`src/hw/instr_dup_pkg.sv`:
```
package instr_dup_pkg;

   // ==============================
   // widths and duplicate-half constants
   // ==============================
   localparam int INSTR_W     = 32;
   localparam int REG_ADDR_W  = 5;
   localparam int DUP_REG_BIT = 4;                             // regs 16..31 are the twins
   localparam logic [REG_ADDR_W-1:0] DUP_R0P = 5'd16;          // duplicate zero register
   localparam logic [5:0] DUP_MEM_PREFIX     = 6'b000001;      // upper half of 128B memory

   // fp format field, low bits of funct7
   localparam logic [1:0] FMT_S = 2'b00;
   localparam logic [1:0] FMT_D = 2'b01;

   // ==============================
   // opcodes and function codes
   // ==============================
   typedef enum logic [6:0] {
      LOAD     = 7'b0000011,
      STORE    = 7'b0100011,
      OP_IMM   = 7'b0010011,
      OP       = 7'b0110011,
      JAL      = 7'b1101111,
      JALR     = 7'b1100111,
      BRANCH   = 7'b1100011,
      LUI      = 7'b0110111,
      AUIPC    = 7'b0010111,
      AMO      = 7'b0101111,
      LOAD_FP  = 7'b0000111,
      STORE_FP = 7'b0100111,
      OP_FP    = 7'b1010011,
      MADD     = 7'b1000011,
      MSUB     = 7'b1000111,
      NMSUB    = 7'b1001011,
      NMADD    = 7'b1001111
   } opcode_e;

   // one member per distinct code, the other names alias these below
   typedef enum logic [2:0] {
      LB  = 3'b000,
      LH  = 3'b001,
      LW  = 3'b010,
      FLD = 3'b011,
      LBU = 3'b100,
      LHU = 3'b101
   } funct3_e;

   localparam funct3_e SB     = LB;
   localparam funct3_e SH     = LH;
   localparam funct3_e SW     = LW;
   localparam funct3_e FLH    = LH;
   localparam funct3_e FLW    = LW;
   localparam funct3_e FLQ    = LBU;
   localparam funct3_e FMV    = LB;
   localparam funct3_e FCLASS = LH;

   // R3 and compare ops, single format (low two bits = fmt)
   typedef enum logic [6:0] {
      FADD     = 7'b00000_00,
      FSUB     = 7'b00001_00,
      FMUL     = 7'b00010_00,
      FDIV     = 7'b00011_00,
      FSGNJ    = 7'b00100_00,
      FMIN_MAX = 7'b00101_00,
      FCMP     = 7'b10100_00
   } fp_funct7_e;

   // R2 ops, funct12 = {funct7, rs2}
   typedef enum logic [11:0] {
      FSQRT_S   = 12'b0101100_00000,
      FSQRT_D   = 12'b0101101_00000,
      FCVT_S_D  = 12'b0100000_00001,
      FCVT_D_S  = 12'b0100001_00000,
      FCVT_S_W  = 12'b1101000_00000,
      FCVT_S_WU = 12'b1101000_00001,
      FCVT_D_W  = 12'b1101001_00000,
      FCVT_D_WU = 12'b1101001_00001,
      FMV_W_X   = 12'b1111000_00000,
      FCVT_W_S  = 12'b1100000_00000,
      FCVT_WU_S = 12'b1100000_00001,
      FCVT_W_D  = 12'b1100001_00000,
      FCVT_WU_D = 12'b1100001_00001,
      FMV_X_W   = 12'b1110000_00000,
      FCLASS_D  = 12'b1110001_00000
   } fp_funct12_e;

   localparam fp_funct12_e FCLASS_S = FMV_X_W; // told apart by funct3

   // ==============================
   // instruction and class
   // ==============================
   typedef struct packed {
      logic [6:0]            funct7;
      logic [REG_ADDR_W-1:0] rs2;
      logic [REG_ADDR_W-1:0] rs1;
      logic [2:0]            funct3;
      logic [REG_ADDR_W-1:0] rd;
      logic [6:0]            opcode;
   } rv_instr_t;

   typedef enum logic [4:0] {
      CLS_NONE,
      CLS_LOAD,
      CLS_STORE,
      CLS_ALU_REG,
      CLS_ALU_IMM,
      CLS_JAL,
      CLS_JALR,
      CLS_UPPER,       // lui and auipc
      CLS_BRANCH,
      CLS_AMO,
      CLS_FP_R2,
      CLS_FP_R3,
      CLS_FP_R4,
      CLS_FP_R2_F_I,   // int source, fp dest
      CLS_FP_R2_I_F,   // fp source, int dest
      CLS_FP_R3_I_FF,
      CLS_FP_LOAD,
      CLS_FP_STORE
   } dup_class_e;

   // twin register index, same for int and fp files
   function automatic logic [REG_ADDR_W-1:0] map_reg(input logic [REG_ADDR_W-1:0] idx);
      logic [REG_ADDR_W-1:0] dup;
      dup = idx;
      dup[DUP_REG_BIT] = 1'b1;
      return dup;
   endfunction

endpackage

```
`src/hw/dup_classifier.sv`:
```
`timescale 1ns/10ps

module dup_classifier import instr_dup_pkg::*; (
   input  rv_instr_t  instr_i,
   output dup_class_e cls_o
);

   logic [11:0] funct12;
   logic [6:0]  fp_op7;    // funct7 with fmt forced to single
   logic        fmt_ok;

   logic ld_width;
   logic st_width;
   logic f_width;          // fp load/store and amo widths

   logic r2_f;
   logic r3_f;
   logic r2_f_i;
   logic r2_i_f;
   logic r3_i_ff;

   assign funct12 = {instr_i.funct7, instr_i.rs2};
   assign fp_op7  = {instr_i.funct7[6:2], FMT_S};
   assign fmt_ok  = instr_i.funct7[1:0] inside {FMT_S, FMT_D};

   assign ld_width = instr_i.funct3 inside {LB, LH, LW, LBU, LHU};
   assign st_width = instr_i.funct3 inside {SB, SH, SW};
   assign f_width  = instr_i.funct3 inside {FLH, FLW, FLD, FLQ};

   // ==============================
   // fp sub-decode
   // ==============================
   assign r2_f = funct12 inside {FSQRT_S, FSQRT_D, FCVT_S_D, FCVT_D_S};

   assign r3_f = fmt_ok &&
                 (fp_op7 inside {FADD, FSUB, FMUL, FDIV, FSGNJ, FMIN_MAX});

   assign r2_f_i = (funct12 inside {FCVT_S_W, FCVT_S_WU, FCVT_D_W, FCVT_D_WU}) ||
                   ((funct12 == FMV_W_X) && (instr_i.funct3 == FMV));

   assign r2_i_f = (funct12 inside {FCVT_W_S, FCVT_WU_S, FCVT_W_D, FCVT_WU_D}) ||
                   ((funct12 == FMV_X_W) && (instr_i.funct3 == FMV)) ||
                   ((funct12 inside {FCLASS_S, FCLASS_D}) &&
                    (instr_i.funct3 == FCLASS));

   assign r3_i_ff = fmt_ok && (fp_op7 == FCMP);

   // ==============================
   // class select
   // ==============================
   always_comb begin
      cls_o = CLS_NONE;
      case (instr_i.opcode)
         LOAD: begin
            if (ld_width) cls_o = CLS_LOAD;
         end
         STORE: begin
            if (st_width) cls_o = CLS_STORE;
         end
         OP:            cls_o = CLS_ALU_REG;    // includes mul/div
         OP_IMM:        cls_o = CLS_ALU_IMM;
         JAL:           cls_o = CLS_JAL;
         JALR:          cls_o = CLS_JALR;
         LUI, AUIPC:    cls_o = CLS_UPPER;
         BRANCH:        cls_o = CLS_BRANCH;
         AMO: begin
            if (f_width) cls_o = CLS_AMO;
         end
         OP_FP: begin
            if (r2_f)
               cls_o = CLS_FP_R2;
            else if (r3_f)
               cls_o = CLS_FP_R3;
            else if (r2_f_i)
               cls_o = CLS_FP_R2_F_I;
            else if (r2_i_f)
               cls_o = CLS_FP_R2_I_F;
            else if (r3_i_ff)
               cls_o = CLS_FP_R3_I_FF;
         end
         MADD, MSUB, NMSUB, NMADD: cls_o = CLS_FP_R4;
         LOAD_FP: begin
            if (f_width) cls_o = CLS_FP_LOAD;
         end
         STORE_FP: begin
            if (f_width) cls_o = CLS_FP_STORE;
         end
         default:       cls_o = CLS_NONE;
      endcase
   end

endmodule

```
`src/hw/int_dup_rewriter.sv`:
```
`timescale 1ns/10ps

module int_dup_rewriter import instr_dup_pkg::*; (
   input  rv_instr_t  instr_i,
   input  dup_class_e cls_i,
   output rv_instr_t  int_dup_o
);

   logic [REG_ADDR_W-1:0] dup_rd;
   logic [REG_ADDR_W-1:0] dup_rs1;
   logic [REG_ADDR_W-1:0] dup_rs2;
   logic [6:0]            mem_hi;

   assign dup_rd  = map_reg(instr_i.rd);
   assign dup_rs1 = map_reg(instr_i.rs1);
   assign dup_rs2 = map_reg(instr_i.rs2);

   // imm[11:5] for loads and stores alike, keeps imm[5] only
   // so the access lands in the upper 64B
   assign mem_hi = {DUP_MEM_PREFIX, instr_i.funct7[0]};

   // ==============================
   // per class field rewrite
   // ==============================
   always_comb begin
      int_dup_o = instr_i;
      case (cls_i)
         CLS_LOAD: begin
            int_dup_o.funct7 = mem_hi;   // imm[4:0] stays in rs2 slot
            int_dup_o.rs1    = dup_rs1;
            int_dup_o.rd     = dup_rd;
         end
         CLS_STORE: begin
            int_dup_o.funct7 = mem_hi;   // imm[4:0] stays in rd slot
            int_dup_o.rs2    = dup_rs2;
            int_dup_o.rs1    = dup_rs1;
         end
         CLS_ALU_REG: begin
            int_dup_o.rs2 = dup_rs2;
            int_dup_o.rs1 = dup_rs1;
            int_dup_o.rd  = dup_rd;
         end
         CLS_ALU_IMM, CLS_JALR: begin
            int_dup_o.rs1 = dup_rs1;
            int_dup_o.rd  = dup_rd;
         end
         CLS_JAL, CLS_UPPER: begin
            int_dup_o.rd = dup_rd;       // upper twenty bits untouched
         end
         CLS_BRANCH: begin
            int_dup_o.rs2 = dup_rs2;
            int_dup_o.rs1 = dup_rs1;
         end
         CLS_AMO: begin
            int_dup_o.rs2 = dup_rs2;
            int_dup_o.rs1 = DUP_R0P;     // address base is the twin zero reg
            int_dup_o.rd  = dup_rd;
         end
         default: int_dup_o = instr_i;
      endcase
   end

endmodule

```
`src/hw/fp_dup_rewriter.sv`:
```
`timescale 1ns/10ps

module fp_dup_rewriter import instr_dup_pkg::*; (
   input  rv_instr_t  instr_i,
   input  dup_class_e cls_i,
   input  rv_instr_t  int_dup_i,
   output rv_instr_t  dup_o
);

   logic [INSTR_W-1:0]    raw;     // flat view for the R4 fields
   logic [REG_ADDR_W-1:0] rs3;
   logic [1:0]            fmt;

   logic [REG_ADDR_W-1:0] dup_rd;
   logic [REG_ADDR_W-1:0] dup_rs1;
   logic [REG_ADDR_W-1:0] dup_rs2;
   logic [REG_ADDR_W-1:0] dup_rs3;
   logic [6:0]            mem_hi;

   assign raw = instr_i;
   assign rs3 = raw[31:27];
   assign fmt = raw[26:25];

   assign dup_rd  = map_reg(instr_i.rd);
   assign dup_rs1 = map_reg(instr_i.rs1);
   assign dup_rs2 = map_reg(instr_i.rs2);
   assign dup_rs3 = map_reg(rs3);

   assign mem_hi = {DUP_MEM_PREFIX, instr_i.funct7[0]};

   // ==============================
   // fp formats
   // ==============================
   // int and fp indices map the same way, the class only decides
   // which of rd/rs1 is the integer operand
   always_comb begin
      dup_o = int_dup_i;
      case (cls_i)
         CLS_FP_R2, CLS_FP_R2_F_I, CLS_FP_R2_I_F: begin
            dup_o     = instr_i;         // rs2 slot is part of funct12
            dup_o.rs1 = dup_rs1;
            dup_o.rd  = dup_rd;
         end
         CLS_FP_R3, CLS_FP_R3_I_FF: begin
            dup_o     = instr_i;
            dup_o.rs2 = dup_rs2;
            dup_o.rs1 = dup_rs1;
            dup_o.rd  = dup_rd;          // int dest for compares
         end
         CLS_FP_R4: begin
            dup_o        = instr_i;
            dup_o.funct7 = {dup_rs3, fmt};
            dup_o.rs2    = dup_rs2;
            dup_o.rs1    = dup_rs1;
            dup_o.rd     = dup_rd;
         end
         CLS_FP_LOAD: begin
            dup_o        = instr_i;
            dup_o.funct7 = mem_hi;
            dup_o.rs1    = dup_rs1;      // integer base
            dup_o.rd     = dup_rd;
         end
         CLS_FP_STORE: begin
            dup_o        = instr_i;
            dup_o.funct7 = mem_hi;
            dup_o.rs2    = dup_rs2;      // fp data
            dup_o.rs1    = dup_rs1;
         end
         default: dup_o = int_dup_i;     // integer or unknown
      endcase
   end

endmodule

```
`src/hw/instr_dup_top.sv`:
```
`timescale 1ns/10ps

module instr_dup_top import instr_dup_pkg::*; (
   input  logic       clk,
   input  logic       reset_i,
   input  logic       instr_valid_i,
   input  rv_instr_t  instr_i,
   output logic       dup_valid_o,
   output rv_instr_t  dup_instr_o,
   output dup_class_e dup_class_o
);

   dup_class_e cls;
   rv_instr_t  int_dup;
   rv_instr_t  dup_instr;

   dup_classifier u_classifier (
      .instr_i (instr_i),
      .cls_o   (cls)
   );

   int_dup_rewriter u_int_rewriter (
      .instr_i   (instr_i),
      .cls_i     (cls),
      .int_dup_o (int_dup)
   );

   fp_dup_rewriter u_fp_rewriter (
      .instr_i   (instr_i),
      .cls_i     (cls),
      .int_dup_i (int_dup),
      .dup_o     (dup_instr)
   );

   // ==============================
   // output stage
   // ==============================
   always_ff @(posedge clk) begin
      if (reset_i)
         dup_valid_o <= 1'b0;
      else
         dup_valid_o <= instr_valid_i;
   end

   always_ff @(posedge clk) begin
      if (instr_valid_i) begin
         dup_instr_o <= dup_instr;   // holds while no strobe
         dup_class_o <= cls;
      end
   end

   a_valid_after_reset: assert property (@(posedge clk) reset_i |=> !dup_valid_o);

   a_amo_base: assert property (@(posedge clk) disable iff (reset_i)
      (dup_valid_o && (dup_class_o == CLS_AMO)) |-> (dup_instr_o.rs1 == DUP_R0P));

   a_rd_dup_half: assert property (@(posedge clk) disable iff (reset_i)
      (dup_valid_o && (dup_class_o inside {CLS_ALU_REG, CLS_LOAD}))
      |-> dup_instr_o.rd[DUP_REG_BIT]);

endmodule

```
`config.mk`:
```
export PLATFORM = sky130hd
export DESIGN_NAME = instr_dup_top
export DESIGN_NICKNAME = d
export VERILOG_FILES = /design/src/hw/instr_dup_pkg.sv /design/src/hw/dup_classifier.sv /design/src/hw/int_dup_rewriter.sv /design/src/hw/fp_dup_rewriter.sv /design/src/hw/instr_dup_top.sv
export SDC_FILE = /design/constraint.sdc
export NUM_CORES = 1
export LEC_CHECK = 0
export ABC_CLOCK_PERIOD_IN_PS = 2800
export BUFFER_PORTS_ARGS = -buffer_cell sky130_fd_sc_hd__buf_2
export CAP_MARGIN = 20
export CORE_MARGIN = 5
export CORE_UTILIZATION = 35
export DETAILED_ROUTE_END_ITERATION = 12
export GPL_TIMING_DRIVEN = 0
export MAX_ROUTING_LAYER = met4
export SYNTH_ARGS = -nofsm -noshare
export SYNTH_HDL_FRONTEND = slang
export SYNTH_HIERARCHICAL = 1
export SYNTH_SLANG_ARGS = --single-unit
```
`constraint.sdc`:
```
create_clock -name clk -period 2.8 [get_ports clk]
set_input_delay 0.28 -clock clk [delete_from_list [all_inputs] [get_ports clk]]
set_output_delay 0.28 -clock clk [all_outputs]
set_load 0.01 [all_outputs]
```
# == Word level (Yosys, flattened, before mapping) ==
# Cells that the tools add are included.
# totals
regBits,38
latch_bits,0
ram_bits,0
rom_bits,0
in_bits,35
output_inout_bits,38
mem_count,0
# classes
add_sub_neg,0
mul,0
div_mod_pow,0
magnitude_cmp,0
n_eq_ne,61
n_shift,0
mux,16
bitwise,0
reduce_logical,28
# op_table
op,count
one-hot mux 32 bit (5 select lines),1
equality test 12 bit (second input constant),11
one-hot mux 5 bit (13 select lines),1
equality test 7 bit (second input constant),8
equality test 12 x 11 -> 1 bit (second input constant),4
equality test 5 x 4 -> 1 bit (second input constant),8
two-way mux 5 bit,8
equality test 7 x 6 -> 1 bit (second input constant),5
equality test 5 x 3 -> 1 bit (second input constant),6
equality test 5 x 2 -> 1 bit (second input constant),4
nonzero test 4 bit,4
equality test 5 bit (second input constant),3
equality test 7 x 5 -> 1 bit (second input constant),2
equality test 5 x 1 -> 1 bit (second input constant),2
one-hot mux 5 bit (2 select lines),1
two-way mux 4 bit,2
OR reduction 4 bit,2
equality test 7 x 2 -> 1 bit (second input constant),1
equality test 7 x 3 -> 1 bit (second input constant),1
logical NOT 7 bit,1
two-way mux 7 bit,1
OR reduction 7 bit,1
equality test 3 x 2 -> 1 bit (second input constant),2
equality test 3 bit (second input constant),2
15 further kinds,24

# == Logic depth before layout (Yosys ltp) ==
# Gate-level depths: netlist of the first run.
# logic_depth
ltp_word,13
mapped_depth,10

# == Cells and area by module ==
# The synthesis of the first run kept the hierarchy.
# by_module_without_submodules
module,n_inst,cells_each,area_per_inst_um2,seq_area_each_um2
instr_dup_top,1,39,1144.8,1131.1
fp_dup_rewriter,1,52,575.6,0.0
dup_classifier,1,65,375.4,0.0
int_dup_rewriter,1,42,309.0,0.0

# == Worst setup path before layout of the first run ==
# Ideal clock, no wire load.
# synth_timing
path_kind,input port to flip-flop
startpoint,in instr_i[3] (netlist bit)
endpoint,"reg dup_instr_o[10] (netlist bit), data pin"
setup_time_ns,0.260
arrival_ns,2.486
required_ns,2.540
path_slack_ns,0.054
cell_stages,9
cell_sequence,nand3b_1 -> or4_4 -> nor2_1 -> o211ai_1 -> o211ai_1 -> or2b_1 -> o21ba_4 -> buf_6 -> mux2_4
# synth_rtl
item,line_no,text
"start, declared",instr_dup_top.sv:7,"input rv_instr_t instr_i,"
"end signal, assigned",instr_dup_top.sv:47,dup_instr_o <= dup_instr;
"end, declared",instr_dup_top.sv:9,"output rv_instr_t dup_instr_o,"

==> impl_results.rst, run 1 <==
.. list-table::
   :header-rows: 1

   * - Metric
     - Value
   * - Outcome
     - finished, final reports clean
   * - First drt pass iteration count
     - 4
   * - Top cells by instance count after synthesis
     - sky130_fd_sc_hd__edfxtp_1 (37), sky130_fd_sc_hd__mux2_4 (23), sky130_fd_sc_hd__buf_4 (19), sky130_fd_sc_hd__nor2_1 (16)
   * - Start-to-end type of the worst setup path
     - in -> reg
   * - Crit share post-route
     - 0.955
   * - Height of the die
     - 92.9 um
   * - Seq/Total Area, Yosys
     - 0.470
   * - Crit path arrival time
     - 2720 ps
   * - Number of cells produced by synthesis
     - 198
   * - Transition time at the pin with the least slew margin
     - 854 ps
   * - Final setup violation count
     - 0
   * - Area of the core
     - 0.00676 mm^2
   * - Number of levels in the clock H-tree
     - 2
   * - Worst VDD drop
     - 0.000148 V
   * - Horiz. Die Dim
     - 92.9 um
   * - # clock sinks
     - 38
   * - Global routing usage summed across all routing layers
     - 0.128
   * - Share of power burned in the clock network
     - 0.288
   * - Total Negative Setup Slacks
     - 0 ps
   * - CTS max path bufs
     - 2
   * - Area growth from synthesis to final layout
     - 28.5%
   * - Pin count of the biggest net entering global routing
     - 39
   * - Post-Synthesis Cell Area
     - 0.00240 mm^2
   * - Relative contribution of sequential cells to total power
     - 0.515
   * - Total CTS buffers
     - 5
   * - Data required time at the worst endpoint
     - 2840 ps
   * - Max-cap violation count
     - 0
   * - Post-placement cell count
     - 351
   * - Number of port buffers
     - 72
   * - Net count after synthesis
     - 233
   * - Top cell type's share of synthesized area
     - 0.462
   * - Clock period minus worst slack
     - 2670 ps
   * - Net switching power of the design
     - 0.325 mW
   * - Initial antenna violation count
     - 0
   * - Fmax
     - 0.374 GHz
   * - Kind of start point of the critical path
     - input pin
   * - Starting DRT DRC Count
     - 81
   * - Placed Instance Area
     - 0.00287 mm^2
   * - Total half-perimeter wirelength after legalization and detailed placement
     - 3.97 mm
   * - Internal power
     - 1.01 mW
   * - Fraction of layout instances using a drive strength above 1
     - 0.517
   * - Final Net Count
     - 326
   * - Tightest slew margin relative to the limit
     - 0.430
   * - Diode insertion count for antenna repair
     - 0
   * - Element type at the critical path end
     - flip-flop
   * - Total of flip-flops plus latches after synthesis
     - 38
   * - Worst-path clk slew
     - 70 ps
   * - Worst path setup slack after routing
     - 127 ps
   * - Grt total ovfl
     - 0
   * - Number of flops mapped to enable cells by yosys
     - 37
   * - Starting density of the core
     - 0.356
   * - CTS Root Buffer Type
     - sky130_fd_sc_hd__clkbuf_8
   * - Switching part of the total
     - 0.244
   * - Synth area leaders
     - sky130_fd_sc_hd__edfxtp_1 (46%), sky130_fd_sc_hd__mux2_4 (14%), sky130_fd_sc_hd__buf_4 (5.9%)
   * - IO Count
     - 73
   * - Power share of the combinational group
     - 0.197
   * - Post-route DRC violation count
     - 0
   * - Yosys warning total
     - 6
   * - Avg Vias per Cell
     - 4.92
   * - Core occupancy in the finished layout
     - 0.457
   * - Post-synth top area cell
     - sky130_fd_sc_hd__edfxtp_1
   * - Number of fill cells
     - 655
   * - Remaining number of nets flagged by the antenna check after routing
     - 0
   * - Vias in the first global route
     - 1769
   * - Post-synth cell types
     - 46
   * - Worst slack at placement
     - -459 ps
   * - Standby leakage power
     - 1.41 nW
   * - Power consumption
     - 1.33 mW
   * - Most numerous cell in the Yosys netlist
     - sky130_fd_sc_hd__edfxtp_1
   * - Via count of the routed design
     - 1831
   * - TritonCTS clock tree
     - built
   * - Proportion of synthesized flip-flops having asynchronous set or reset
     - 0
   * - Total detailed-routing wirelength
     - 5.50 mm
   * - Post-route standard cell area excluding fillers
     - 0.00309 mm^2
   * - Classification of the worst-slack hold path
     - in -> reg
   * - Die Area
     - 0.00863 mm^2
   * - Detail-routed net length per standard cell
     - 14.8 um
   * - Synthesized area per cell
     - 12.1 um^2
   * - Final Wtd Congestion
     - 0.835
   * - Cell Pwr Density
     - 431 mW/mm^2
   * - Final number of hold-violating endpoints
     - 0
   * - Minimum hold slack
     - 167 ps
   * - Wire length of the first global-routing pass
     - 8.46 mm
   * - Max Slew Vio Count
     - 0
   * - Number of standard-cell rows in the floorplan
     - 30
   * - Crit path max fanout
     - 10
   * - Cell Count, Final, Fillers Out
     - 372
   * - Synth Flop Type
     - sky130_fd_sc_hd__edfxtp_1
   * - Unrepaired setup endpoints after global routing
     - false
==> repair_timing <==
item	in CTS	in global routing
setup buffers	7	6
pin swaps	2	2
hold buffers	0	0
endpoints found under the setup margin	29	30
gates resized for setup	1	5
==> flip-flops by register name, summed over array words and instances, names as in the netlist <==
name	count
dup_class_o	5
dup_instr_o	32
dup_valid_o	1
==> critical path, cell delays in order <==
cell and delay (ps):
sky130_fd_sc_hd__buf_2 140, sky130_fd_sc_hd__nand3b_1 240, sky130_fd_sc_hd__or4_4 560, sky130_fd_sc_hd__nor2_2 160
sky130_fd_sc_hd__o211ai_1 140, sky130_fd_sc_hd__o211ai_1 180, sky130_fd_sc_hd__or2b_4 330, sky130_fd_sc_hd__o21ba_4 220
sky130_fd_sc_hd__buf_6 160, sky130_fd_sc_hd__mux2_4 300
==> worst paths after layout <==
path / startpoint / endpoint / cells after the start
worst min-delay path: reset_i / dup_valid_o / 2
worst max-delay path: instr_i[3] / dup_instr_o[10] / 10
==> placed cells by master (no fill, tap or decap), types with 2 or more instances in the layout <==
cell                        n
sky130_fd_sc_hd__edfxtp_1  37
sky130_fd_sc_hd__a21oi_1    6
sky130_fd_sc_hd__o21a_1     2
sky130_fd_sc_hd__clkbuf_8   6
sky130_fd_sc_hd__nor3_1     4
sky130_fd_sc_hd__o211ai_1   3
sky130_fd_sc_hd__nor2_1    15
sky130_fd_sc_hd__buf_2     72
sky130_fd_sc_hd__nand3_1    2
sky130_fd_sc_hd__inv_1      7
sky130_fd_sc_hd__nor4b_2    3
sky130_fd_sc_hd__a211oi_1   3
sky130_fd_sc_hd__buf_6      3
sky130_fd_sc_hd__nor2b_1    2
sky130_fd_sc_hd__a22o_1     6
sky130_fd_sc_hd__xor2_1     3
sky130_fd_sc_hd__nand2b_1   3
sky130_fd_sc_hd__nand2_1    7
sky130_fd_sc_hd__a21boi_0   9
sky130_fd_sc_hd__a21o_1     4
sky130_fd_sc_hd__mux2_4    23
sky130_fd_sc_hd__buf_4     33
sky130_fd_sc_hd__o21ai_0    9
sky130_fd_sc_hd__nand3b_1   3
==> power groups by stage <==
stage          combinational, mW  sequential [mW]  clock [mW]
2_1_floorplan              0.111            0.727           0
5_1_grt                    0.285            0.691       0.422
4_1_cts                    0.258            0.687       0.397
6_report                   0.262            0.686       0.384
3_5_place_dp               0.253            0.700           0
3_3_place_gp               0.249            0.699           0
==> cell type report <==
| type | instances | area (um^2) | area share |
|---|---|---|---|
| Clock inverter | 1 | 5.00 | 0.00162 |
| Tap cell | 80 | 100 | 0.0324 |
| Buffer | 22 | 176 | 0.0571 |
| Timing Repair Buffer | 86 | 465 | 0.151 |
| Multi-Input combinational cell | 131 | 1100 | 0.356 |
| Clock buffer | 7 | 86.3 | 0.0279 |
| Inverter | 7 | 26.3 | 0.00850 |
| Sequential cell | 38 | 1130 | 0.366 |
==> cell families after synthesis <==
kind of cell,after synthesis,share of synthesized area
AND/OR/NAND/NOR,50,0.121
flip-flops,38,0.470
XOR/XNOR,3,0.0109
AO/OA/AOI/OAI,55,0.170
buffers and inverters,29,0.0843
multiplexers,23,0.144
==> per-layer routing <==
| metal | share of wire | vias up | routed length (um) | GRT usage |
|---|---|---|---|---|
| li1 | - | 925 | - | - |
| met1 | 0.44 | 832 | 2430 | 0.168 |
| met2 | 0.48 | 66 | 2630 | 0.198 |
| met3 | 0.060 | 8 | 331 | 0.0252 |
| met4 | 0.018 | 0 | 98 | 0.0476 |
| met5 | 0 | - | 0 | - |
Note: power is estimated with default switching activity, not from simulation.
==> run 2, diff against run 1 <==
--- a/config.mk
+++ b/config.mk
@@ -8,7 +8,6 @@
 export ABC_CLOCK_PERIOD_IN_PS = 2800
 export BUFFER_PORTS_ARGS = -buffer_cell sky130_fd_sc_hd__buf_2
 export CAP_MARGIN = 20
-export CORE_MARGIN = 5
 export CORE_UTILIZATION = 35
 export DETAILED_ROUTE_END_ITERATION = 12
 export GPL_TIMING_DRIVEN = 0
==> run 2 against run 1 <==
Net effect: critical endpoint is now dup_instr_o[7]; the run now ends with DRC left; count of clock-buffer cells in the layout shrank 1; largest cell class unchanged; global-route usage is 2.2 points higher; highest routed layer unchanged; critical path type unchanged; flip-flop and latch count unchanged; critical path depth unchanged; hold slack got worse by 3.6 ps; clock power up 49%; worst setup slack worse by 56 ps.
==> impl_results.rst, run 2 (same netlist as run 1, synthesis figures left out) <==
.. list-table::
   :header-rows: 1

   * - Metric
     - Value
   * - Outcome
     - complete, but fails checks
   * - Violations in the final reports
     - DRC
   * - Crit path arrival time
     - 2770 ps (+50 ps)
   * - Start-to-end type of the worst setup path
     - in -> reg
   * - Avg Vias per Cell
     - 5.14 (+4.5%)
   * - Fmax
     - 0.366 GHz (-2.0%)
   * - Diode insertion count for antenna repair
     - 0 (unchanged)
   * - Hold depth
     - 2 (unchanged)
   * - Post-placement cell count
     - 348 (-0.85%)
   * - Cell Count, Final, Fillers Out
     - 366 (-1.6%)
   * - Total Negative Setup Slacks
     - 0 ps (unchanged)
   * - Total CTS buffers
     - 5 (unchanged)
   * - Number of fill cells
     - 592 (-9.6%)
   * - Height of the die
     - 84.9 um (-8.6%)
   * - Number of levels in the clock H-tree
     - 2 (unchanged)
   * - IO Count
     - 73 (unchanged)
   * - Remaining number of nets flagged by the antenna check after routing
     - 0 (unchanged)
   * - Sequence of cells on the critical path
     - buf_2 > nor4_1 > nand2_1 > o31ai_1 > nand2_1 > o211ai_1 > or2b_4 > o21ba_4 > buf_6 > mux2_4
   * - Area growth from synthesis to final layout
     - 29.1%
   * - Transition time at the pin with the least slew margin
     - 854 ps (-0.705 ps)
   * - Final Net Count
     - 323 (-0.92%)
   * - Total half-perimeter wirelength after legalization and detailed placement
     - 3.70 mm (-7.0%)
   * - Area of the core
     - 0.00649 mm^2 (-3.9%)
   * - Detail-routed net length per standard cell
     - 14.3 um (-3.0%)
   * - Kind of start point of the critical path
     - input pin
   * - CTS Root Buffer Type
     - sky130_fd_sc_hd__clkbuf_8
   * - Worst slack at placement
     - -431 ps (+27.7 ps)
   * - Registers with the most flip-flops
     - dup_instr_o (32), dup_class_o (5), dup_valid_o (1)
   * - Crit share post-route
     - 0.975 (+0.0198)
   * - First drt pass iteration count
     - 10 (+6)
   * - Worst-case hold path end point
     - dup_valid_o
   * - Power consumption
     - 1.52 mW (+14%)
   * - Classification of the worst-slack hold path
     - in -> reg
   * - Clock period minus worst slack
     - 2730 ps (+55.6 ps)
   * - Starting density of the core
     - 0.370 (+0.0143)
   * - Final number of hold-violating endpoints
     - 0 (unchanged)
   * - Initial antenna violation count
     - 0 (unchanged)
   * - Die Area
     - 0.00721 mm^2 (-16%)
   * - Crit path max-delay cell type
     - sky130_fd_sc_hd__nor4_1
   * - Pin count of the biggest net entering global routing
     - 39 (unchanged)
   * - Leading cell type in the layout, fill and taps excluded
     - sky130_fd_sc_hd__buf_2
   * - Grt total ovfl
     - 0 (unchanged)
   * - Via count of the routed design
     - 1883 (+2.8%)
   * - Slowest Stage Delay on Critical Path
     - 440 ps (-120 ps)
   * - Final setup violation count
     - 0 (unchanged)
   * - Final Wtd Congestion
     - 0.806 (-3.4%)
   * - Max Slew Vio Count
     - 0 (unchanged)
   * - Crit path max fanout
     - 10 (unchanged)
   * - Worst hold start
     - reset_i
   * - Worst VDD drop
     - 0.000199 V (+34%)
   * - Highest-count cells in the layout ignoring fill and taps
     - sky130_fd_sc_hd__buf_2 (72), sky130_fd_sc_hd__edfxtp_1 (37), sky130_fd_sc_hd__buf_4 (30)
   * - Cell mode on critical path
     - sky130_fd_sc_hd__nand2_1
   * - Biggest register
     - dup_instr_o
   * - Tightest slew margin relative to the limit
     - 0.431 (+0.000470)
   * - Data required time at the worst endpoint
     - 2850 ps (about the same)
   * - Max-cap violation count
     - 0 (unchanged)
   * - Element type at the critical path end
     - flip-flop
   * - # clock sinks
     - 38 (unchanged)
   * - Post-route DRC violation count
     - 8 (+8)
   * - Horiz. Die Dim
     - 84.9 um (-8.6%)
   * - Number of port buffers
     - 72 (unchanged)
   * - CTS max path bufs
     - 2 (unchanged)
   * - Core occupancy in the finished layout
     - 0.478 (+0.0205)
   * - Global routing usage summed across all routing layers
     - 0.151 (+0.0222)
   * - Wire length of the first global-routing pass
     - 8.17 mm (-3.4%)
   * - Standby leakage power
     - 1.41 nW (+0.20%)
   * - Number of standard-cell rows in the floorplan
     - 29 (-3.3%)
   * - Quantity of hold-fixing buffers added after cts
     - 0 (unchanged)
   * - TritonCTS clock tree
     - built
   * - Vias in the first global route
     - 1710 (-3.3%)
   * - Fraction of layout instances using a drive strength above 1
     - 0.509 (-0.00847)
   * - Number of flip-flops in the largest register
     - 32 (unchanged)
   * - Worst path setup slack after routing
     - 71.0 ps (-55.6 ps)
   * - Worst-path clk slew
     - 70 ps (about the same)
   * - Starting DRT DRC Count
     - 101 (+25%)
   * - Cell Pwr Density
     - 489 mW/mm^2 (+13%)
   * - Unrepaired setup endpoints after global routing
     - false
   * - Total detailed-routing wirelength
     - 5.25 mm (-4.5%)
-- run 2: changes by cell type in the layout (fill, tap and decap cells not counted), sizes merged --
| cell | previous run | this run |
|---|---|---|
| clkbuf | 7 | 6 |
| buf | 108 | 105 |
| clkinv | 1 | 0 |
| bufinv | 0 | 2 |
-- run 2: how the worst max path moves through the flow --
stage | start | end | slack, ps | cells past startpoint
2_1_floorplan | instr_i[3] | dup_instr_o[10] | 50 | 9
3_3_place_gp | instr_i[3] | dup_instr_o[5] | -420 | 10
3_5_place_dp | instr_i[3] | dup_instr_o[14] | -430 | 10
4_1_cts | instr_i[3] | dup_instr_o[14] | 40 | 11
5_1_grt | instr_i[14] | dup_instr_o[5] | 6 | 11
6_report | instr_i[21] | dup_instr_o[7] | 70 | 10
-- run 2: area by class of cell --
type | count | area, um^2 | share of cell area
sequential | 38 | 1130 | 0.364
multi-input combinational | 131 | 1090 | 0.351
timing repair buffer | 83 | 443 | 0.143
buffer | 22 | 176 | 0.0568
tap | 77 | 96.3 | 0.0310
clock buffer | 6 | 82.6 | 0.0266
clock inverter | 2 | 60.1 | 0.0193
inverter | 7 | 26.3 | 0.00846
-- run 2: worst max-delay path, delay by kind of cell --
family / cells / cell delay (ps)
AOI/OAI and AO/OA: 3 / 770
buffers and inverters: 2 / 280
muxes: 1 / 300
and+or+nand+nor: 4 / 1130
-- run 2: per-layer routing --
layer	global-route usage	vias to the layer above	wire, um
met4	0.0632	0	51
met1	0.179	888	2400
met5	-	-	0
li1	-	914	-
met2	0.250	74	2550
met3	0.0311	7	252
-- run 2: where the power goes --
| group | internal (mW) | total, mW | switching [mW] |
|---|---|---|---|
| clock network | 0.380 | 0.573 | 0.193 |
| logic | 0.130 | 0.259 | 0.128 |
| registers | 0.676 | 0.687 | 0.0102 |
| total | 1.19 | 1.52 | 0.331 |
-- run 2: per-stage QoR --
stage / instance area (um^2) / hold slack [ps]
floorplan: 2400 / 344
global placement: 2860 / 466
detailed placement: 2870 / 471
CTS: 3070 / 159
global route: 3100 / 154
finish: 3100 / 163
-- run 2: what timing repair did --
item	CTS	global route
pin swaps	2	3
buffers inserted	6	4
resized for setup	1	4
endpoints found under the setup margin	28	30
==> run 3, diff against run 2 <==
--- a/config.mk
+++ b/config.mk
@@ -8,10 +8,11 @@
 export ABC_CLOCK_PERIOD_IN_PS = 2800
 export BUFFER_PORTS_ARGS = -buffer_cell sky130_fd_sc_hd__buf_2
 export CAP_MARGIN = 20
-export CORE_UTILIZATION = 35
+export CORE_UTILIZATION = 47
 export DETAILED_ROUTE_END_ITERATION = 12
 export GPL_TIMING_DRIVEN = 0
 export MAX_ROUTING_LAYER = met4
+export PLACE_DENSITY = 0.77
 export SYNTH_ARGS = -nofsm -noshare
 export SYNTH_HDL_FRONTEND = slang
 export SYNTH_HIERARCHICAL = 1
==> run 3 against run 2 <==
Net effect: the run now ends clean; sequential share of layout area is essentially flat; design area grew 0.12%; count of clock-buffer cells in the layout unchanged; final cell count is 2.7% lower; routed wire length fell by 1.9%; hold slack got worse by 2.3 ps; first-iteration DRC count is 14% higher; largest cell class unchanged; largest power group unchanged; highest routed layer unchanged.
==> impl_results.rst, run 3 (same netlist as run 1, synthesis figures left out) <==
.. list-table::
   :header-rows: 1

   * - Metric
     - Value
   * - Area of the core
     - 0.00482 mm^2 (-26%)
   * - Starting DRT DRC Count
     - 115 (+14%)
   * - Worst slack at placement
     - -400 ps (+30.8 ps)
   * - Detail-routed net length per standard cell
     - 14.5 um (+0.89%)
   * - Transition time at the pin with the least slew margin
     - 826 ps (-27.7 ps)
   * - Power consumption
     - 1.52 mW (+0.31%)
   * - Post-placement cell count
     - 338 (-2.9%)
   * - Worst VDD drop
     - 0.000294 V (+48%)
   * - Power share of the combinational group
     - 0.171 (about the same)
   * - Number of port buffers
     - 72 (unchanged)
   * - CTS max path bufs
     - 2 (unchanged)
   * - Worst-path clk slew
     - 70 ps (about the same)
   * - Switching part of the total
     - 0.221 (+0.00241)
   * - Data required time at the worst endpoint
     - 2840 ps (about the same)
   * - Biggest register
     - dup_instr_o
   * - Clock period minus worst slack
     - 2690 ps (-43.6 ps)
   * - Number of levels in the clock H-tree
     - 2 (unchanged)
   * - Leading cell type in the layout, fill and taps excluded
     - sky130_fd_sc_hd__buf_2
   * - Total Negative Setup Slacks
     - 0 ps (unchanged)
   * - Crit. Startpoint
     - instr_i[3]
   * - Total detailed-routing wirelength
     - 5.15 mm (-1.9%)
   * - Highest-count cells in the layout ignoring fill and taps
     - sky130_fd_sc_hd__buf_2 (73), sky130_fd_sc_hd__edfxtp_1 (37), sky130_fd_sc_hd__buf_4 (29)
   * - Tightest slew margin relative to the limit
     - 0.449 (+0.0185)
   * - Crit path arrival time
     - 2730 ps (-40 ps)
   * - Pin count of the biggest net entering global routing
     - 39 (unchanged)
   * - First drt pass iteration count
     - 4 (-6)
   * - Total half-perimeter wirelength after legalization and detailed placement
     - 3.55 mm (-3.9%)
   * - Vias in the first global route
     - 1588 (-7.1%)
   * - Internal power
     - 1.19 mW (about the same)
   * - Element type at the critical path end
     - flip-flop
   * - CTS Root Buffer Type
     - sky130_fd_sc_hd__clkbuf_8
   * - Final Wtd Congestion
     - 0.789 (-2.1%)
   * - IO Count
     - 73 (unchanged)
   * - Die Area
     - 0.00541 mm^2 (-25%)
   * - Share of power burned in the clock network
     - 0.378 (about the same)
   * - Area growth from synthesis to final layout
     - 29.2%
   * - Grt total ovfl
     - 0 (unchanged)
   * - # clock sinks
     - 38 (unchanged)
   * - Relative contribution of sequential cells to total power
     - 0.451 (about the same)
   * - Fraction of layout instances using a drive strength above 1
     - 0.509 (unchanged)
   * - Registers with the most flip-flops
     - dup_instr_o (32), dup_class_o (5), dup_valid_o (1)
   * - Quantity of hold-fixing buffers added after cts
     - 0 (unchanged)
   * - Start-to-end type of the worst setup path
     - in -> reg
   * - Net switching power of the design
     - 0.336 mW (+1.4%)
   * - Final Net Count
     - 323 (unchanged)
   * - Horiz. Die Dim
     - 73.5 um (-13%)
   * - Final setup violation count
     - 0 (unchanged)
   * - Standby leakage power
     - 1.41 nW (+0.23%)
   * - Crit path max fanout
     - 10 (unchanged)
   * - Diode insertion count for antenna repair
     - 0 (unchanged)
   * - Placed Instance Area
     - 0.00285 mm^2 (-0.44%)
   * - Number of flip-flops in the largest register
     - 32 (unchanged)
   * - Cell Pwr Density
     - 490 mW/mm^2 (+0.19%)
   * - Max-cap violation count
     - 0 (unchanged)
   * - Avg Vias per Cell
     - 5.27 (+2.5%)
   * - Cell Count, Final, Fillers Out
     - 356 (-2.7%)
   * - Crit share post-route
     - 0.959 (-0.0156)
   * - Starting density of the core
     - 0.499 (+0.129)
   * - Final number of hold-violating endpoints
     - 0 (unchanged)
   * - End point of the critical path
     - dup_instr_o[12]
   * - Number of standard-cell rows in the floorplan
     - 25 (-14%)
   * - Outcome
     - finished, final reports clean
   * - Classification of the worst-slack hold path
     - in -> reg
   * - TritonCTS clock tree
     - built
   * - Fmax
     - 0.372 GHz (+1.6%)
   * - Total CTS buffers
     - 5 (unchanged)
   * - Initial antenna violation count
     - 0 (unchanged)
   * - Global routing usage summed across all routing layers
     - 0.194 (+0.0437)
   * - Kind of start point of the critical path
     - input pin
   * - Post-route DRC violation count
     - 0 (-8)
   * - Height of the die
     - 73.5 um (-13%)
   * - Wire length of the first global-routing pass
     - 7.57 mm (-7.3%)
   * - Post-route standard cell area excluding fillers
     - 0.00311 mm^2 (+0.12%)
   * - Worst path setup slack after routing
     - 115 ps (+43.6 ps)
   * - Via count of the routed design
     - 1877 (-0.32%)
   * - Remaining number of nets flagged by the antenna check after routing
     - 0 (unchanged)
   * - Max Slew Vio Count
     - 0 (unchanged)
## run 3: cell counts in the layout (fill, tap and decap cells not counted)
No cell type changed its count.
## run 3: final cells by class
class	instances	area [um^2]
buffer	22	184
clock buffer	6	82.6
clock inverter	2	60.1
fill	387	1710
inverter	7	26.3
multi-input combinational	131	1100
sequential	38	1130
tap	67	83.8
timing repair buffer	83	440
## run 3: how the worst min path moves through the flow
| stage | from | end | slack, ps | cells after the start |
|---|---|---|---|---|
| after global routing | reset_i | dup_valid_o | 150 | 2 |
| after CTS | reset_i | dup_valid_o | 160 | 2 |
| after floorplan | reset_i | dup_valid_o | 340 | 1 |
| after detailed placement | reset_i | dup_valid_o | 470 | 2 |
| after global placement | reset_i | dup_valid_o | 460 | 2 |
| final | reset_i | dup_valid_o | 160 | 2 |
## run 3: power groups by stage
| stage | sequential [mW] | combinational, mW | clock, mW |
|---|---|---|---|
| after floorplan | 0.727 | 0.111 | 0 |
| after global placement | 0.698 | 0.243 | 0 |
| after detailed placement | 0.699 | 0.251 | 0 |
| after CTS | 0.687 | 0.256 | 0.580 |
| after global routing | 0.691 | 0.282 | 0.594 |
| final | 0.686 | 0.261 | 0.576 |
## run 3: worst max-delay path, stage by stage
cell,delay [ps]
sky130_fd_sc_hd__buf_2,130
sky130_fd_sc_hd__nand3b_1,220
sky130_fd_sc_hd__or4_4,480
sky130_fd_sc_hd__nor2_2,150
sky130_fd_sc_hd__o211ai_1,120
sky130_fd_sc_hd__o31ai_1,140
sky130_fd_sc_hd__buf_2,300
sky130_fd_sc_hd__nor2_1,130
sky130_fd_sc_hd__o21ba_4,300
sky130_fd_sc_hd__buf_8,160
sky130_fd_sc_hd__mux2_4,300
## run 3: metrics by stage
step,hold slack [ps],utilization
6_report,161,0.645
5_1_grt,155,0.645
3_5_place_dp,470,0.592
4_1_cts,158,0.634
2_1_floorplan,344,-
3_3_place_gp,463,0.591
## run 3: metal layers
layer  GRT usage  vias to the layer above  part of all wire
met1       0.238                      887              0.43
met5           -                        -                 0
met2       0.319                       69              0.50
li1            -                      915                 -
met3      0.0329                        6             0.056
met4      0.0769                        0             0.015
## run 3: what timing repair did
action,in CTS,in global routing
setup endpoints to repair,26,26
gates resized for setup,1,5
setup buffers,6,4
pin swaps,2,3
endpoints found under the hold margin,0,0
